**config.mk**
```make
export PLATFORM = sky130hd
export DESIGN_NAME = load_unit
export DESIGN_NICKNAME = d
export VERILOG_FILES = /design/src/hdl/load_pkg.sv /design/src/hdl/mem_if_pkg.sv /design/src/hdl/channel_writer.sv /design/src/hdl/load_request.sv /design/src/hdl/load_unit.sv /design/src/hdl/prefetch_fifo.sv
export VERILOG_INCLUDE_DIRS = /design/src /design/src/hdl
export SDC_FILE = /design/constraint.sdc
export NUM_CORES = 2
export LEC_CHECK = 0
export ABC_AREA = 1
export BUFFER_PORTS_ARGS = -buffer_cell sky130_fd_sc_hd__buf_4
export CORE_AREA = 2 2 436 330
export CTS_CLUSTER_SIZE = 10
export DETAILED_ROUTE_END_ITERATION = 6
export DIE_AREA = 0 0 438 332
export PLACE_DENSITY = 0.77
export SKIP_CTS_REPAIR_TIMING = 1
export SYNTH_ARGS = -nofsm -noshare
export SYNTH_HDL_FRONTEND = slang
export SYNTH_SLANG_ARGS = --single-unit
```
**constraint.sdc**
```tcl
create_clock -name clk -period 7.8 [get_ports clk]
set_input_delay 0.39 -clock clk [delete_from_list [all_inputs] [get_ports clk]]
set_output_delay 0.39 -clock clk [all_outputs]
set_load 0.01 [all_outputs]
```
**src/hdl/load_macros.svh**
```systemverilog
`ifndef LOAD_MACROS_SVH
`define LOAD_MACROS_SVH

// Data path sizes
`define LINE_WIDTH 64
`define ADDR_WIDTH 32

// Prefetch FIFO depth, also the credit limit for lines in flight
`define LOG2_PREFETCH_SIZE 4
`define PREFETCH_SIZE 16

// Local channel buffers
`define LOG2_BUF_DEPTH 6

`endif

```
**src/hdl/load_pkg.sv**
```systemverilog
`include "load_macros.svh"

package load_pkg;

    typedef logic [`LINE_WIDTH-1:0] t_line;

    typedef struct packed
    {
        logic [`ADDR_WIDTH-1:0]     base_addr;
        logic [`ADDR_WIDTH-1:0]     index_off0;
        logic [`ADDR_WIDTH-1:0]     index_off1;
        logic [`ADDR_WIDTH-1:0]     index_off2;
        logic [30:0]                length;
        logic                       multiline;
        logic [1:0]                 chan_enable;
        logic [`LOG2_BUF_DEPTH-1:0] chan_start0;
        logic [`LOG2_BUF_DEPTH-1:0] chan_start1;
    } t_load_cmd;

    typedef enum logic [1:0]
    {
        ST_IDLE,
        ST_PREPROCESS,
        ST_READ,
        ST_DONE
    } t_load_state;

    typedef struct packed
    {
        logic                       we;
        logic [`LOG2_BUF_DEPTH-1:0] addr;
        t_line                      data;
    } t_buf_write;

endpackage

```
**src/hdl/mem_if_pkg.sv**
```systemverilog
`include "load_macros.svh"

package mem_if_pkg;

    // Burst length code, same encoding as the host cache-line length field
    typedef enum logic [1:0]
    {
        BURST_1 = 2'b00,
        BURST_2 = 2'b01,
        BURST_4 = 2'b11
    } t_burst_len;

    // One valid cycle asks for len consecutive lines starting at addr
    typedef struct packed
    {
        logic                   valid;
        logic [`ADDR_WIDTH-1:0] addr;
        logic [15:0]            tag;
        t_burst_len             len;
    } t_rd_req;

    // One line per valid cycle, in request order
    typedef struct packed
    {
        logic                   valid;
        logic [`LINE_WIDTH-1:0] data;
    } t_rd_rsp;

endpackage

```
**src/hdl/channel_writer.sv**
```systemverilog
`timescale 1ns/1ps
`include "load_macros.svh"

module channel_writer
    import load_pkg::*;
(
    input  logic                       clk,
    input  logic                       reset,
    input  logic                       op_start,
    input  logic                       enable,
    input  logic [`LOG2_BUF_DEPTH-1:0] start_addr,
    input  logic                       we,
    input  t_line                      wdata,
    input  logic                       buf_almost_full,
    output t_buf_write                 buf_write,
    output logic                       almost_full
);

    logic                       enabled;
    logic [`LOG2_BUF_DEPTH-1:0] next_addr;

    logic                       wr_en;
    logic [`LOG2_BUF_DEPTH-1:0] wr_addr;
    t_line                      wr_data;

    // A disabled channel never holds the load back
    assign almost_full = enabled && buf_almost_full;

    // ******************************
    // Enable and address counter
    // ******************************
    always_ff @(posedge clk)
    begin
        if (reset)
        begin
            enabled <= 1'b0;
            next_addr <= '0;
            wr_en <= 1'b0;
        end
        else
        begin
            wr_en <= we && enabled;
            if (op_start)
            begin
                enabled <= enable;
                next_addr <= start_addr;
            end
            else if (we && enabled)
            begin
                // Wraps at the buffer depth
                next_addr <= next_addr + 1'b1;
            end
        end
    end

    // Write address and data follow the strobe by one cycle
    always_ff @(posedge clk)
    begin
        wr_addr <= next_addr;
        wr_data <= wdata;
    end

    assign buf_write = '{we: wr_en, addr: wr_addr, data: wr_data};

endmodule

```
**src/hdl/load_request.sv**
```systemverilog
`timescale 1ns/1ps
`include "load_macros.svh"

module load_request
    import mem_if_pkg::*;
    import load_pkg::*;
(
    input  logic                         clk,
    input  logic                         reset,
    input  logic                         op_start,
    input  t_load_cmd                    cmd,
    input  logic [`LOG2_PREFETCH_SIZE:0] fifo_count,
    input  logic [31:0]                  num_received,
    input  logic                         rd_req_almost_full,
    output t_rd_req                      rd_req,
    output logic [30:0]                  length,
    output logic                         request_done
);

    // Room kept for the largest burst beyond one line
    localparam int BURST_RESERVE = 3;

    t_load_state state;

    logic [`ADDR_WIDTH-1:0] index_off [3];
    logic [1:0]             off_sel;
    logic [`ADDR_WIDTH-1:0] run_addr;
    logic                   multiline;

    logic [31:0] num_requested;
    logic [31:0] num_requested_plus2;
    logic [31:0] num_requested_plus4;
    logic [31:0] length_ext;

    // Lines issued on the last two edges, not yet seen by the credit pipeline
    logic [2:0] issued_lines;
    logic [2:0] issued_lines_d;

    logic [31:0]        in_flight;
    logic signed [31:0] free_count;
    logic signed [31:0] allowed_lines;
    logic signed [31:0] credit;
    logic               can_request;

    assign length_ext = {1'b0, length};
    assign request_done = (state == ST_DONE) || (state == ST_IDLE);

    // ******************************
    // Credit calculation
    // ******************************
    always_ff @(posedge clk)
    begin
        in_flight <= num_requested - num_received;
        free_count <= $signed(32'(`PREFETCH_SIZE)) - $signed(32'(fifo_count));
        allowed_lines <= free_count - $signed(in_flight) - BURST_RESERVE;
    end

    assign credit = allowed_lines - $signed(32'(issued_lines)) - $signed(32'(issued_lines_d));
    assign can_request = !rd_req_almost_full && (credit > 0);

    // ******************************
    // Request FSM
    // ******************************
    always_ff @(posedge clk)
    begin
        if (reset)
        begin
            state <= ST_IDLE;
            rd_req.valid <= 1'b0;
            off_sel <= 2'd0;
            num_requested <= 32'd0;
            num_requested_plus2 <= 32'd2;
            num_requested_plus4 <= 32'd4;
            issued_lines <= 3'd0;
            issued_lines_d <= 3'd0;
        end
        else
        begin
            rd_req.valid <= 1'b0;
            issued_lines <= 3'd0;
            issued_lines_d <= issued_lines;

            case (state)
                ST_IDLE:
                begin
                    if (op_start)
                    begin
                        index_off[0] <= cmd.index_off0;
                        index_off[1] <= cmd.index_off1;
                        index_off[2] <= cmd.index_off2;
                        run_addr <= cmd.base_addr;
                        length <= cmd.length;
                        multiline <= cmd.multiline;
                        off_sel <= 2'd0;
                        num_requested <= 32'd0;
                        num_requested_plus2 <= 32'd2;
                        num_requested_plus4 <= 32'd4;
                        // Nothing to fetch
                        if (cmd.length == '0)
                            state <= ST_DONE;
                        else
                            state <= ST_PREPROCESS;
                    end
                end

                ST_PREPROCESS:
                begin
                    // One index offset per cycle
                    run_addr <= run_addr + index_off[off_sel];
                    off_sel <= off_sel + 2'd1;
                    if (off_sel == 2'd2)
                        state <= ST_READ;
                end

                ST_READ:
                begin
                    if (can_request)
                    begin
                        rd_req.addr <= run_addr;
                        rd_req.tag <= num_requested[15:0];
                        if (multiline && (num_requested_plus4 < length_ext) &&
                            (run_addr[1:0] == 2'b00))
                        begin
                            rd_req.valid <= 1'b1;
                            rd_req.len <= BURST_4;
                            issued_lines <= 3'd4;
                            num_requested <= num_requested_plus4;
                            num_requested_plus2 <= num_requested_plus4 + 32'd2;
                            num_requested_plus4 <= num_requested_plus4 + 32'd4;
                            run_addr <= run_addr + 4;
                        end
                        else if (multiline && (num_requested_plus2 < length_ext) &&
                                 (run_addr[0] == 1'b0))
                        begin
                            rd_req.valid <= 1'b1;
                            rd_req.len <= BURST_2;
                            issued_lines <= 3'd2;
                            num_requested <= num_requested_plus2;
                            num_requested_plus2 <= num_requested_plus2 + 32'd2;
                            num_requested_plus4 <= num_requested_plus2 + 32'd4;
                            run_addr <= run_addr + 2;
                        end
                        else if (num_requested < length_ext)
                        begin
                            rd_req.valid <= 1'b1;
                            rd_req.len <= BURST_1;
                            issued_lines <= 3'd1;
                            num_requested <= num_requested + 32'd1;
                            num_requested_plus2 <= num_requested + 32'd3;
                            num_requested_plus4 <= num_requested + 32'd5;
                            run_addr <= run_addr + 1;
                        end
                    end

                    if (num_requested == length_ext)
                        state <= ST_DONE;
                end

                ST_DONE:
                begin
                    state <= ST_IDLE;
                end

                default:
                begin
                    state <= ST_IDLE;
                end
            endcase
        end
    end

endmodule

```
**src/hdl/load_unit.sv**
```systemverilog
`timescale 1ns/1ps
`include "load_macros.svh"

module load_unit
    import mem_if_pkg::*;
    import load_pkg::*;
(
    input  logic       clk,
    input  logic       reset,
    input  logic       op_start,
    input  t_load_cmd  cmd,
    input  logic       rd_req_almost_full,
    input  t_rd_rsp    rd_rsp,
    input  logic [1:0] buf_almost_full,
    output t_rd_req    rd_req,
    output t_buf_write buf_write0,
    output t_buf_write buf_write1,
    output logic       op_done
);

    t_load_state recv_state;

    logic [30:0] length;
    logic        request_done;
    logic [31:0] num_received;

    logic                         fifo_we;
    logic                         fifo_re;
    t_line                        fifo_rdata;
    logic                         fifo_rvalid;
    logic                         fifo_empty;
    logic [`LOG2_PREFETCH_SIZE:0] fifo_count;

    logic       fan_we;
    t_line      fan_data;
    logic [1:0] chan_almost_full;

    // ******************************
    // Request side
    // ******************************
    load_request i_load_request (
        .clk,
        .reset,
        .op_start,
        .cmd,
        .fifo_count,
        .num_received,
        .rd_req_almost_full,
        .rd_req,
        .length,
        .request_done
    );

    // Responses land in the prefetch FIFO while a load is running
    assign fifo_we = rd_rsp.valid && (recv_state == ST_READ);

    prefetch_fifo i_prefetch_fifo (
        .clk,
        .reset,
        .we     (fifo_we),
        .wdata  (rd_rsp.data),
        .re     (fifo_re),
        .rdata  (fifo_rdata),
        .rvalid (fifo_rvalid),
        .empty  (fifo_empty),
        .count  (fifo_count)
    );

    // ******************************
    // Receive FSM
    // ******************************
    always_ff @(posedge clk)
    begin
        if (reset)
        begin
            recv_state <= ST_IDLE;
            fifo_re <= 1'b0;
            fan_we <= 1'b0;
            op_done <= 1'b0;
            num_received <= 32'd0;
        end
        else
        begin
            // Drain only while no enabled channel is near full
            fifo_re <= !fifo_empty && !(|chan_almost_full);
            fan_we <= 1'b0;
            op_done <= 1'b0;

            case (recv_state)
                ST_IDLE:
                begin
                    if (op_start)
                    begin
                        num_received <= 32'd0;
                        if (cmd.length == '0)
                            recv_state <= ST_DONE;
                        else
                            recv_state <= ST_READ;
                    end
                end

                ST_READ:
                begin
                    if (fifo_rvalid)
                    begin
                        fan_we <= 1'b1;
                        num_received <= num_received + 32'd1;
                        if ((num_received + 32'd1 == {1'b0, length}) && request_done)
                            recv_state <= ST_DONE;
                    end
                end

                ST_DONE:
                begin
                    op_done <= 1'b1;
                    recv_state <= ST_IDLE;
                end

                default:
                begin
                    recv_state <= ST_IDLE;
                end
            endcase
        end
    end

    // Fan-out data register, qualified by fan_we
    always_ff @(posedge clk)
    begin
        fan_data <= fifo_rdata;
    end

    // ******************************
    // Channel writers
    // ******************************
    channel_writer i_channel_writer0 (
        .clk,
        .reset,
        .op_start,
        .enable          (cmd.chan_enable[0]),
        .start_addr      (cmd.chan_start0),
        .we              (fan_we),
        .wdata           (fan_data),
        .buf_almost_full (buf_almost_full[0]),
        .buf_write       (buf_write0),
        .almost_full     (chan_almost_full[0])
    );

    channel_writer i_channel_writer1 (
        .clk,
        .reset,
        .op_start,
        .enable          (cmd.chan_enable[1]),
        .start_addr      (cmd.chan_start1),
        .we              (fan_we),
        .wdata           (fan_data),
        .buf_almost_full (buf_almost_full[1]),
        .buf_write       (buf_write1),
        .almost_full     (chan_almost_full[1])
    );

endmodule

```
**src/hdl/prefetch_fifo.sv**
```systemverilog
`timescale 1ns/1ps
`include "load_macros.svh"

module prefetch_fifo
    import load_pkg::*;
(
    input  logic                         clk,
    input  logic                         reset,
    input  logic                         we,
    input  t_line                        wdata,
    input  logic                         re,
    output t_line                        rdata,
    output logic                         rvalid,
    output logic                         empty,
    output logic [`LOG2_PREFETCH_SIZE:0] count
);

    t_line mem [`PREFETCH_SIZE];

    logic [`LOG2_PREFETCH_SIZE-1:0] wr_ptr;
    logic [`LOG2_PREFETCH_SIZE-1:0] rd_ptr;
    logic full;
    logic do_write;
    logic do_read;

    assign empty = (count == '0);
    assign full = (count == (`LOG2_PREFETCH_SIZE+1)'(`PREFETCH_SIZE));

    // Reads on an empty FIFO are dropped
    assign do_read = re && !empty;
    assign do_write = we && !full;

    // ******************************
    // Pointers and occupancy
    // ******************************
    always_ff @(posedge clk)
    begin
        if (reset)
        begin
            wr_ptr <= '0;
            rd_ptr <= '0;
            count <= '0;
            rvalid <= 1'b0;
        end
        else
        begin
            rvalid <= do_read;
            if (do_write)
                wr_ptr <= wr_ptr + 1'b1;
            if (do_read)
                rd_ptr <= rd_ptr + 1'b1;
            // Simultaneous write and read keeps the count
            if (do_write && !do_read)
                count <= count + 1'b1;
            else if (!do_write && do_read)
                count <= count - 1'b1;
        end
    end

    // Storage and registered read data
    always_ff @(posedge clk)
    begin
        if (do_write)
            mem[wr_ptr] <= wdata;
        if (do_read)
            rdata <= mem[rd_ptr];
    end

endmodule

```
==> impl_metrics.json <==
{
  "drt-initial-drc-count": 8838,
  "vias_per_cell": 6.01,
  "hold-worst-slack_ns": -0.0294,
  "routabilityCongestion": 1.07,
  "swShare": 0.390,
  "period_minus_slack_ns": 4.82,
  "p_per_area_nw_per_um2": 351,
  "synth_nets": 8346,
  "hold_path_depth": 3,
  "crit_fanout": 63,
  "ys_seq_area_frac": 0.595,
  "cp-start-kind": "flip-flop",
  "violations": "negative hold slack",
  "post_layout_nonfiller_instances": 10400,
  "async_flop_share": 0,
  "buffer_ports.inserted": 438,
  "grt_pass1_vias": 57500,
  "p_leak_nw": 34.0,
  "die_area_sq_um": 145000,
  "final_antenna_net_count": 0,
  "final_common_cell": "edfxtp_1",
  "p_seq_frac": 0.376,
  "pwr-share-clk": 0.260,
  "pwr-share-comb": 0.364,
  "rr_worst_depth": 14,
  "routedWlPerCell_microns": 23.7,
  "vias": 62400,
  "dr.pass1.iters": 7,
  "num_rows": 120,
  "fin_nets": 8830,
  "maxSlewViolCount": 0,
  "max_slew.worst_pin.slew_ns": 1.20,
  "finalHoldViolations": 1,
  "fin_util": 0.644,
  "p_total_mw": 31.9,
  "cts.clk_slew.worst_paths_ns": 0.06,
  "synth_flop_cell": "edfxtp_1",
  "switching_power_mw": 12.5,
  "dp_cells": 9790,
  "synth.avg_cell_area_sq_um": 10.0,
  "synth_edf_count": 1298,
  "ys_types": 54,
  "grt_antenna_before_repair": 8,
  "nFillCells": 10900,
  "maxCapViolations": 0,
  "grt_usage": 0.324,
  "power.internal_mw": 19.5,
  "grt_overflow": 0,
  "r2r-end": "i_load_request.num_requested_plus4[22]",
  "coreArea_sq_um": 141000,
  "io_pins": 439,
  "regArea_sq_um": 46700,
  "hpwl_microns": 155000,
  "cp.required_ns": 8.52,
  "clk_latency_ns": 0.85,
  "finalSetupViolCount": 0,
  "syn_inst": 7844,
  "fin_skew_ns": 0.0689,
  "outcome": "finished with violations",
  "cp_data_arrival_time_ns": 5.54,
  "peakVddDrop_mv": 0.296,
  "clockBufferDepth": 3,
  "cts_made_buffers": 189,
  "clock_sink_count": 1684,
  "grt_max_degree": 236,
  "area_growth_pct": 15.9,
  "grt_pass1_wl_microns": 358000,
  "period_share": 0.617,
  "drc": 0,
  "synth_area_sq_um": 78500,
  "h-tree-depth": 4,
  "holdCritStartpoint": "cmd[142]",
  "ys_warn_count": 0,
  "rsz0062_at_grt": "false",
  "min_to": "i_load_request.run_addr[0]",
  "cts_tree": "done",
  "drive_gt1_frac": 0.0928,
  "fp.dieW_microns": 438,
  "timing.rr.start": "i_load_request.num_requested_plus2[27]",
  "die_y_microns": 332,
  "maxClockFrequency_mhz": 208,
  "cts_root_buf": "clkbuf_16",
  "hp-class": "input port to flip-flop",
  "setup-tns-final_ns": 0,
  "multi_input_area_sq_um": 28000,
  "slew_headroom": 0.200,
  "rrSetupSlack_ns": 2.98,
  "wirelength_microns": 246000,
  "cp-end-kind": "flip-flop",
  "final_cell_mix": "edfxtp_1, nor2_1, nand2_1",
  "path_class": "flip-flop to flip-flop",
  "start_util": 0.555,
  "synth-seq-cells": 1684
}
## sequential cells by signal (all words and copies together), names as in the netlist, 6 cells and up, named ones only
register	count
i_prefetch_fifo.mem	1024
i_load_request.index_off	96
fan_data	64
i_channel_writer1.wr_data	64
i_prefetch_fifo.rdata	64
i_load_request.rd_req	51
i_load_request.allowed_lines	32
i_load_request.in_flight	32
i_load_request.num_requested	32
i_load_request.num_requested_plus2	32
i_load_request.num_requested_plus4	32
i_load_request.run_addr	32
num_received	32
i_load_request.length	31
i_channel_writer0.next_addr	6
i_channel_writer0.wr_addr	6
i_channel_writer1.next_addr	6
i_channel_writer1.wr_addr	6
i_load_request.free_count	6
## area by class of cell
| type | count | share of cell area |
|---|---|---|
| Antenna cell | 5 | 0.000137 |
| Sequential cell | 1684 | 0.513 |
| Clock inverter | 21 | 0.00417 |
| Clock buffer | 333 | 0.0587 |
| Tap cell | 1891 | 0.0260 |
| Timing Repair Buffer | 741 | 0.0684 |
| Multi-Input combinational cell | 5195 | 0.308 |
| Inverter | 517 | 0.0215 |
## how the worst max path moves through the flow
stage | start | depth (start not counted) | end | slack (ns)
global placement | i_load_request.num_requested_plus2[25] | 14 | i_load_request.num_requested_plus2[27] | 3.25
CTS | i_load_request.num_requested_plus2[1] | 18 | i_load_request.num_requested_plus4[22] | 3.18
floorplan | i_prefetch_fifo.count[0] | 17 | i_prefetch_fifo.count[4] | 1.95
detailed placement | i_load_request.num_requested_plus2[25] | 14 | i_load_request.num_requested_plus4[20] | 3.24
global route | i_load_request.num_requested_plus2[27] | 14 | i_load_request.num_requested[26] | 2.80
finish | i_load_request.num_requested_plus2[27] | 14 | i_load_request.num_requested_plus4[22] | 2.98
## power groups by stage
stage | sequential (mW) | combinational (mW) | clock [mW]
2_1_floorplan | 11.6 | 8.18 | 0
3_3_place_gp | 12.1 | 10.9 | 0
3_5_place_dp | 12.1 | 11.1 | 0
4_1_cts | 12.0 | 11.2 | 8.38
5_1_grt | 12.1 | 12.8 | 8.75
6_report | 12.0 | 11.6 | 8.31
## layer usage
layer	track usage	up-vias	part of all wire	wire, microns
li1	-	28300	-	-
met1	0.463	29800	0.41	101000
met5	0	-	0.00021	51
met4	0.120	8	0.037	9060
met2	0.487	3761	0.45	110000
met3	0.0704	584	0.11	26100
## through the flow
step | setup slack, ns | hold WS [ns] | area, sq um
floorplan | 1.95 | 0.310 | 78500
global placement | 3.25 | 0.311 | 82900
detailed placement | 3.24 | 0.312 | 82900
CTS | 3.18 | -0.326 | 88600
global route | 2.80 | 0.0112 | 91000
finish | 2.98 | -0.0294 | 91000
## synth_stat cells (3+ instances only)
cell / instances / area share
nand3b_1: 16 / 0.0015
o221ai_1: 233 / 0.026
ha_1: 250 / 0.040
edfxtp_1: 1298 / 0.50
a21oi_1: 341 / 0.022
buf_1: 48 / 0.0023
buf_6: 6 / 0.00086
nand2_1: 1214 / 0.058
nand3_1: 380 / 0.024
o21ai_0: 695 / 0.044
o211ai_1: 81 / 0.0077
clkbuf_1: 286 / 0.014
o21bai_1: 4 / 0.00038
o21a_1: 10 / 0.00096
dfxtp_1: 386 / 0.098
or2_2: 12 / 0.00096
xnor2_1: 66 / 0.0074
o22ai_1: 37 / 0.0029
a21o_1: 9 / 0.00086
o21ai_1: 3 / 0.00019
xor2_1: 294 / 0.033
buf_2: 34 / 0.0022
a21boi_0: 4 / 0.00038
a31oi_1: 43 / 0.0034
nor2_2: 6 / 0.00048
buf_4: 74 / 0.0071
fa_1: 7 / 0.0018
nor4_1: 27 / 0.0022
inv_2: 8 / 0.00038
nor2_1: 1246 / 0.060
nor2_4: 3 / 0.00043
a211oi_1: 6 / 0.00057
o211a_1: 6 / 0.00076
nand4_1: 64 / 0.0051
nor3_1: 116 / 0.0074
inv_1: 507 / 0.024
## critical path, cell delays in order, from the launching register on
cell and delay, ns:
dfxtp_1 0.51, ha_1 0.31, a21oi_1 0.15, o21ai_0 0.11
nand2_1 0.08, o211ai_1 0.15, nor2_1 0.40, nand3_4 0.68
nand3_1 0.34, nand3_2 0.12, nand2_4 0.38, nand2_8 0.41
inv_4 0.75, nor2_1 0.08, nor2_1 0.13
## cells by family (layout without fill, tap and decap cells)
kind of cell    count (synthesis)  after routing  share of synthesized area
other cells                     0              5                          0
fa+ha+maj                     257            257                     0.0416
xor+xnor                      360            360                     0.0402
buf+inv                       965           1612                     0.0508
compound gates               1479           1479                      0.111
flops                        1684           1684                      0.595
simple gates                 3099           3099                      0.162
No activity file was read; power rests on OpenSTA's default activity.
